--- config.mk ---
export PLATFORM = sky130hd
export DESIGN_NAME = int_core
export DESIGN_NICKNAME = d
export VERILOG_FILES = /design/src/hw/rv_pkg.sv /design/src/hw/int_core.sv /design/src/hw/exec_unit.sv /design/src/hw/alu.sv /design/src/hw/reg_file.sv /design/src/hw/inst_decoder.sv
export SDC_FILE = /design/constraint.sdc
export NUM_CORES = 2
export LEC_CHECK = 0
export BUFFER_PORTS_ARGS = -buffer_cell sky130_fd_sc_hd__buf_2
export CORE_ASPECT_RATIO = 1.1
export CORE_MARGIN = 3
export CORE_UTILIZATION = 40
export DETAILED_ROUTE_END_ITERATION = 7
export PLACE_DENSITY_LB_ADDON = 0.05
export SLEW_MARGIN = 5
export SYNTH_ARGS = -nofsm -noshare
export SYNTH_HDL_FRONTEND = slang
export SYNTH_SLANG_ARGS = --single-unit
--- constraint.sdc ---
create_clock -name clock -period 6.5 [get_ports clock]
set_input_delay 1.95 -clock clock [delete_from_list [all_inputs] [get_ports clock]]
set_output_delay 1.95 -clock clock [all_outputs]
set_load 0.01 [all_outputs]
--- src/hw/rv_pkg.sv ---
package rv_pkg;

  // integer register and datapath width
  localparam int xlen = 32;

  // major opcodes handled by this slice
  localparam logic [6:0] opcode_op     = 7'b0110011;
  localparam logic [6:0] opcode_op_imm = 7'b0010011;
  localparam logic [6:0] opcode_lui    = 7'b0110111;

  // funct7 splits add/sub and srl/sra
  localparam logic [6:0] funct7_base = 7'b0000000;
  localparam logic [6:0] funct7_alt  = 7'b0100000;

  // alu operations, pass_b forwards operand b for lui
  typedef enum logic [3:0] {
    add,
    sub,
    sll,
    slt,
    sltu,
    xor_op,
    srl,
    sra,
    or_op,
    and_op,
    pass_b
  } alu_op_t;

  // source of the second alu operand
  typedef enum logic {
    reg_b,
    imm
  } operand_b_sel_t;

endpackage
--- src/hw/int_core.sv ---
module int_core
  import rv_pkg::*;
(
  input  logic            clock,
  input  logic            reset,

  input  logic [31:0]     inst,
  input  logic            ivalid,
  output logic            iready,

  input  logic            stall,

  output logic            retire_valid,
  output logic [4:0]      retire_rd,
  output logic [xlen-1:0] retire_data,
  output logic            retire_wen
);

  // decoder to execute
  logic            dvalid;
  logic            dready;
  logic [4:0]      rs1;
  logic [4:0]      rs2;
  logic [4:0]      rd;
  logic [xlen-1:0] imm;
  alu_op_t         alu_op;
  operand_b_sel_t  operand_b_sel;
  logic            r_wen;

  // register file and alu
  logic [xlen-1:0] rdata1;
  logic [xlen-1:0] rdata2;
  logic [xlen-1:0] alu_a;
  logic [xlen-1:0] alu_b;
  alu_op_t         alu_op_exec;
  logic [xlen-1:0] alu_result;
  logic            wen;
  logic [4:0]      waddr;
  logic [xlen-1:0] wdata;

  inst_decoder u_decoder (
    .clock         (clock),
    .reset         (reset),
    .inst          (inst),
    .ivalid        (ivalid),
    .iready        (iready),
    .dvalid        (dvalid),
    .dready        (dready),
    .rs1           (rs1),
    .rs2           (rs2),
    .rd            (rd),
    .imm           (imm),
    .alu_op        (alu_op),
    .operand_b_sel (operand_b_sel),
    .r_wen         (r_wen)
  );

  // read indices go straight from the decoder
  reg_file u_regs (
    .clock  (clock),
    .rs1    (rs1),
    .rs2    (rs2),
    .rdata1 (rdata1),
    .rdata2 (rdata2),
    .wen    (wen),
    .waddr  (waddr),
    .wdata  (wdata)
  );

  alu u_alu (
    .op     (alu_op_exec),
    .a      (alu_a),
    .b      (alu_b),
    .result (alu_result)
  );

  exec_unit u_exec (
    .clock         (clock),
    .reset         (reset),
    .dvalid        (dvalid),
    .dready        (dready),
    .stall         (stall),
    .rd            (rd),
    .imm           (imm),
    .alu_op        (alu_op),
    .operand_b_sel (operand_b_sel),
    .r_wen         (r_wen),
    .rdata1        (rdata1),
    .rdata2        (rdata2),
    .alu_a         (alu_a),
    .alu_b         (alu_b),
    .alu_op_out    (alu_op_exec),
    .alu_result    (alu_result),
    .wen           (wen),
    .waddr         (waddr),
    .wdata         (wdata),
    .retire_valid  (retire_valid),
    .retire_rd     (retire_rd),
    .retire_data   (retire_data),
    .retire_wen    (retire_wen)
  );

endmodule

--- src/hw/exec_unit.sv ---
module exec_unit
  import rv_pkg::*;
(
  input  logic            clock,
  input  logic            reset,

  input  logic            dvalid,
  output logic            dready,
  input  logic            stall,

  input  logic [4:0]      rd,
  input  logic [xlen-1:0] imm,
  input  alu_op_t         alu_op,
  input  operand_b_sel_t  operand_b_sel,
  input  logic            r_wen,

  input  logic [xlen-1:0] rdata1,
  input  logic [xlen-1:0] rdata2,

  output logic [xlen-1:0] alu_a,
  output logic [xlen-1:0] alu_b,
  output alu_op_t         alu_op_out,
  input  logic [xlen-1:0] alu_result,

  output logic            wen,
  output logic [4:0]      waddr,
  output logic [xlen-1:0] wdata,

  output logic            retire_valid,
  output logic [4:0]      retire_rd,
  output logic [xlen-1:0] retire_data,
  output logic            retire_wen
);

  logic transfer;

  assign dready   = !stall;
  assign transfer = dvalid && dready;

  // operand routing into the alu
  assign alu_a      = rdata1;
  assign alu_b      = (operand_b_sel == reg_b) ? rdata2 : imm;
  assign alu_op_out = alu_op;

  // write back only on the edge that takes the item
  assign wen   = transfer && r_wen;
  assign waddr = rd;
  assign wdata = alu_result;

  always_ff @(posedge clock) begin
    if (reset) begin
      retire_valid <= 1'b0;
    end else begin
      retire_valid <= transfer;
    end
  end

  always_ff @(posedge clock) begin
    if (transfer) begin
      retire_rd   <= rd;
      retire_data <= alu_result;
      retire_wen  <= r_wen;
    end
  end

  // the decoder needs a fresh accept between items, so retires are spaced
  a_retire_single: assert property (
    @(posedge clock) disable iff (reset) retire_valid |=> !retire_valid
  );

endmodule

--- src/hw/alu.sv ---
module alu
  import rv_pkg::*;
(
  input  alu_op_t         op,
  input  logic [xlen-1:0] a,
  input  logic [xlen-1:0] b,
  output logic [xlen-1:0] result
);

  // shift amount is the low five bits of b
  logic [4:0] shamt;
  assign shamt = b[4:0];

  logic lt_signed;
  logic lt_unsigned;

  assign lt_signed   = $signed(a) < $signed(b);
  assign lt_unsigned = a < b;

  always_comb begin
    case (op)
      add: begin
        result = a + b;
      end
      sub: begin
        result = a - b;
      end
      sll: begin
        result = a << shamt;
      end
      slt: begin
        result = {{(xlen-1){1'b0}}, lt_signed};
      end
      sltu: begin
        result = {{(xlen-1){1'b0}}, lt_unsigned};
      end
      xor_op: begin
        result = a ^ b;
      end
      srl: begin
        result = a >> shamt;
      end
      sra: begin
        // arithmetic shift keeps the sign of a
        result = $unsigned($signed(a) >>> shamt);
      end
      or_op: begin
        result = a | b;
      end
      and_op: begin
        result = a & b;
      end
      pass_b: begin
        result = b;
      end
      default: begin
        result = '0;
      end
    endcase
  end

endmodule

--- src/hw/reg_file.sv ---
module reg_file
  import rv_pkg::*;
(
  input  logic            clock,

  input  logic [4:0]      rs1,
  input  logic [4:0]      rs2,
  output logic [xlen-1:0] rdata1,
  output logic [xlen-1:0] rdata2,

  input  logic            wen,
  input  logic [4:0]      waddr,
  input  logic [xlen-1:0] wdata
);

  // x0 has no storage
  logic [xlen-1:0] regs [1:31];

  always_ff @(posedge clock) begin
    if (wen && (waddr != 5'd0)) begin
      regs[waddr] <= wdata;
    end
  end

  // combinational reads, x0 always reads zero
  assign rdata1 = (rs1 == 5'd0) ? '0 : regs[rs1];
  assign rdata2 = (rs2 == 5'd0) ? '0 : regs[rs2];

  // the decoder already drops x0 targets, so a write to x0 means
  // the write enable and index went out of step
  a_no_x0_write: assert property (
    @(posedge clock) !(wen && (waddr == 5'd0))
  );

endmodule

--- src/hw/inst_decoder.sv ---
module inst_decoder
  import rv_pkg::*;
(
  input  logic                  clock,
  input  logic                  reset,

  input  logic [31:0]           inst,
  input  logic                  ivalid,
  output logic                  iready,

  output logic                  dvalid,
  input  logic                  dready,

  output logic [4:0]            rs1,
  output logic [4:0]            rs2,
  output logic [4:0]            rd,
  output logic [xlen-1:0]       imm,
  output alu_op_t               alu_op,
  output operand_b_sel_t        operand_b_sel,
  output logic                  r_wen
);

  // held copy of the accepted word, decoded fields come from here
  logic [31:0] inst_q;

  logic [6:0] opcode;
  logic [2:0] funct3;
  logic [6:0] funct7;

  assign opcode = inst_q[6:0];
  assign funct3 = inst_q[14:12];
  assign funct7 = inst_q[31:25];

  logic is_lui;
  logic is_op_imm;
  logic is_op;
  logic f7_base;
  logic f7_alt;

  assign is_lui    = opcode == opcode_lui;
  assign is_op_imm = opcode == opcode_op_imm;
  assign is_op     = opcode == opcode_op;
  assign f7_base   = funct7 == funct7_base;
  assign f7_alt    = funct7 == funct7_alt;

  // funct3 groups shared by op and op-imm
  logic f3_add;
  logic f3_sll;
  logic f3_shr;
  logic f3_other;

  assign f3_add   = funct3 == 3'b000;
  assign f3_sll   = funct3 == 3'b001;
  assign f3_shr   = funct3 == 3'b101;
  assign f3_other = !(f3_add || f3_sll || f3_shr);

  // op-imm: immediate forms are free, shifts need a legal funct7
  logic legal_op_imm;
  assign legal_op_imm = is_op_imm &&
                        (f3_add || f3_other || (f3_sll && f7_base) ||
                         (f3_shr && (f7_base || f7_alt)));

  // op: alternate funct7 only for sub and sra
  logic legal_op;
  assign legal_op = is_op &&
                    (f7_base || (f7_alt && (f3_add || f3_shr)));

  logic supported;
  assign supported = is_lui || legal_op_imm || legal_op;

  // register indices, lui reads x0 so that pass-through sees zero on a
  assign rs1 = is_lui ? 5'd0 : inst_q[19:15];
  assign rs2 = inst_q[24:20];
  assign rd  = inst_q[11:7];

  // u immediate for lui, i immediate otherwise
  assign imm = is_lui ? {inst_q[31:12], 12'b0} : {{20{inst_q[31]}}, inst_q[31:20]};

  assign operand_b_sel = is_op ? reg_b : rv_pkg::imm;

  always_comb begin
    alu_op = add;
    if (is_lui) begin
      alu_op = pass_b;
    end else if (is_op || is_op_imm) begin
      case (funct3)
        3'b000:  alu_op = (is_op && f7_alt) ? sub : add;
        3'b001:  alu_op = sll;
        3'b010:  alu_op = slt;
        3'b011:  alu_op = sltu;
        3'b100:  alu_op = xor_op;
        3'b101:  alu_op = f7_alt ? sra : srl;
        3'b110:  alu_op = or_op;
        default: alu_op = and_op;
      endcase
    end
  end

  // writes to x0 and unsupported words are dropped here
  assign r_wen = supported && (rd != 5'd0);

  // one word at a time, accept then present until taken
  always_ff @(posedge clock) begin
    if (reset) begin
      iready <= 1'b1;
      dvalid <= 1'b0;
    end else if (ivalid && iready) begin
      iready <= 1'b0;
      dvalid <= 1'b1;
    end else if (dvalid && dready) begin
      iready <= 1'b1;
      dvalid <= 1'b0;
    end
  end

  always_ff @(posedge clock) begin
    if (ivalid && iready) begin
      inst_q <= inst;
    end
  end

  // an offered word stays offered and unchanged until it is taken
  a_host_holds_word: assert property (
    @(posedge clock) disable iff (reset)
      (ivalid && !iready) |=> (ivalid && $stable(inst))
  );

endmodule

==> reports/results.ini <==
[drt]
vias=44200
dr.pass1.iters=7
wirelength_mm=262
wl_per_cell_um=38.7
drt_iter0_drc=5691
postRouteAntennaNets=0
drc=0
vias_per_cell=6.53

[floorplanning]
ios=76
die_x_um=373
start_util_pct=40.4
core_area_mm2=0.147
rows=147
dieArea_mm2=0.153
die_h_um=410

[grt]
use_met2_pct=54.0
grt_pass1_wl_mm=357
grt_pass1_vias=43400
overflow=0
met3_usage_pct=5.60
grt_max_degree=69
grt_antenna_before_repair=6
busiest_layer=met2
grt_util_all_layers_pct=33.5
use_met1_pct=44.8

[yosys]
ys_ff_latch=1070
yosysSeqAreaShare_pct=54.1
async_reset_ff_share_pct=0
yosysWarnings=0
yosysTopAreaCell=edfxtp_1
syn_inst=4354
avgSynthCellArea_um2=13.6
synth-edff-count=1062
synth_top_area_share_pct=53.8
yosys-top-cells-area=edfxtp_1 (54%), mux4_2 (11%), mux2i_1 (6.5%), a21oi_1 (2.3%), nand2_1 (2.1%)
ys.flop_type=edfxtp_1
synth_commonest_cells=edfxtp_1 (1062), mux2i_1 (385), nand2_1 (328)
netlist_area_mm2=0.0592
synth_cell_type_count=112
syn_nets=4489
synth_most_common_cell=edfxtp_1

[cts]
clk_path_buf_depth=3
ctsHoldBuffers=0
clock_latency_ns=0.77
cts_tree=yes
path_clk_slew_ns=0.06
clkSinkCount=1070
htreeDepth=3
root_buffer=clkbuf_16
numCtsBuffers=115

[power_and_ir_drop]
leakage_nw=24.6
p_per_area_mw_per_mm2=289
sw_frac_of_total_pct=30.8
p_int_w=0.0139
clockPowerShare_pct=32.8
power_frac_comb_pct=25.3
irDropWorstVdd_uv=217
seqPwrFrac_pct=41.9
switchingPower_w=0.00618

[worst_setup_path]
cp-start-kind=register
crit_arrival_ns=6.84
cp.required_ns=6.95
path_max_fanout=32
slowest_delay_ns=0.53
crit_path_frequent_cell=buf_4
cp_top_family=compound AO/OA/AOI/OAI gates
worstSetupPathType=reg2reg
cp_slowest_cell=or4_1
endpoint_kind=register
critPathBufInv=6

[sta]
max_freq_mhz=156
final_hold_viol_count=0
skew_ns=0.0556
finalSetupViolations=0
min_period_ns=6.39
slew_headroom_pct=20.1
fin_crit_sh_pct=98.3
worst_slew_pin_slew_ns=1.20
drv_slew=0

[layout]
synthToLayoutAreaGrowth_pct=17.3
fin_nets=4878
drive_gt1_share_pct=26.8
design_area_mm2=0.0695
fillers=13000
finalNonFillerCells=6777

[outcome]
outcome=completed

[placed_design]
gp_congestion=0.970
io_buffers=75
placed_cells=6545
hpwlAfterDp_mm=182
placed_area_mm2=0.0653

[hold_path]
hp-class=reg2reg

[flow_run]
cap_violations=0

## path summary, 6_finish.rpt
path / from / end / slack, ns / cells past startpoint
setup / recovery: u_decoder.inst_q[4]$_DFFE_PP_ / u_regs.regs[24][30]$_DFFE_PP_ / 0.11 / 25
hold / removal: u_decoder.dvalid$_SDFFE_PP0P_ / u_decoder.dvalid$_SDFFE_PP0P_ / 0.47 / 2
setup reg to reg: u_decoder.inst_q[4]$_DFFE_PP_ / u_regs.regs[24][30]$_DFFE_PP_ / 0.11 / 25
hold reg to reg: u_decoder.dvalid$_SDFFE_PP0P_ / u_decoder.dvalid$_SDFFE_PP0P_ / 0.47 / 2
## flip-flops by register name, indices dropped and copies added, names as in the netlist, named ones only
register / count
u_exec.retire_valid: 1
u_regs.regs: 992
u_decoder.iready: 1
u_decoder.inst_q: 32
u_decoder.dvalid: 1
u_exec.retire_data: 32
u_exec.retire_rd: 5
u_exec.retire_wen: 1
## metal layers
layer | routed length [um] | share of wire (%)
met5 | 0 | 0
met1 | 105000 | 40
met3 | 21800 | 8.3
met4 | 13100 | 5.0
met2 | 123000 | 47
## timing repair
item,CTS,global route
pin swaps,2,11
setup endpoints to repair,352,364
setup buffers,3,12
cloned,0,3
resized for setup,9,43
## tightest hold or removal path, stage by stage (launching register included)
cell and delay, ns:
dfxtp_1 0.31, nand2_1 0.05, a21oi_1 0.06
## power groups by stage
stage | combinational, W | sequential (W) | clock, W
after global placement | 0.00494 | 0.00856 | 0
after floorplan | 0.00246 | 0.00855 | 0
after global routing | 0.00533 | 0.00842 | 0.00698
final | 0.00509 | 0.00842 | 0.00659
after CTS | 0.00495 | 0.00842 | 0.00670
after detailed placement | 0.00492 | 0.00856 | 0
## placed cells by master (no fill, tap or decap), types with 55 or more instances in the layout
| master | instances |
|---|---|
| ha_1 | 96 |
| nor2b_1 | 58 |
| nand2_1 | 327 |
| mux2_2 | 58 |
| mux4_2 | 302 |
| a21oi_1 | 273 |
| a22oi_1 | 65 |
| nor3_1 | 66 |
| buf_4 | 468 |
| buf_2 | 75 |
| edfxtp_1 | 1062 |
| mux2i_1 | 384 |
| nor2_1 | 178 |
| clkbuf_16 | 122 |
| buf_12 | 55 |
| o21ai_0 | 125 |
| nand3_1 | 74 |
| a221oi_1 | 83 |
| o211ai_1 | 55 |
| inv_1 | 98 |
## layout make-up
type                    instances  area (um2)  share of cell area (%)
multi-input cells            2833       25500                    36.7
well taps                    1937        2420                    3.49
diodes                          5        12.5                  0.0180
clock inverters                73         682                   0.982
inverters                     106         405                   0.584
flip-flops and latches       1070       32100                    46.2
clock buffers                 136        3040                    4.38
repair buffers                617        5310                    7.65
## metrics by stage
step | hold WS [ns] | util (%) | TNS, ns | setup slack [ns] | power, W
after floorplan | 0.424 | - | 0 | 0.0112 | 0.0110
after global placement | 0.441 | 44.5 | -63.64 | -0.434 | 0.0135
after detailed placement | 0.450 | 44.5 | -50.82 | -0.394 | 0.0135
after CTS | 0.461 | 47.1 | 0 | 0.0127 | 0.0201
after global routing | 0.492 | 47.4 | -0.108 | -0.0105 | 0.0207
final | 0.466 | 47.4 | 0 | 0.110 | 0.0201
## cell families after synthesis
kind of cell / synth area share, %
AO/OA/AOI/OAI: 12.6
AND/OR/NAND/NOR: 6.84
buffers and inverters: 3.90
XOR/XNOR: 0.310
flip-flops: 54.1
multiplexers: 20.2
adder cells (fa/ha/maj): 2.12
Power figures use the tool's default switching activity.
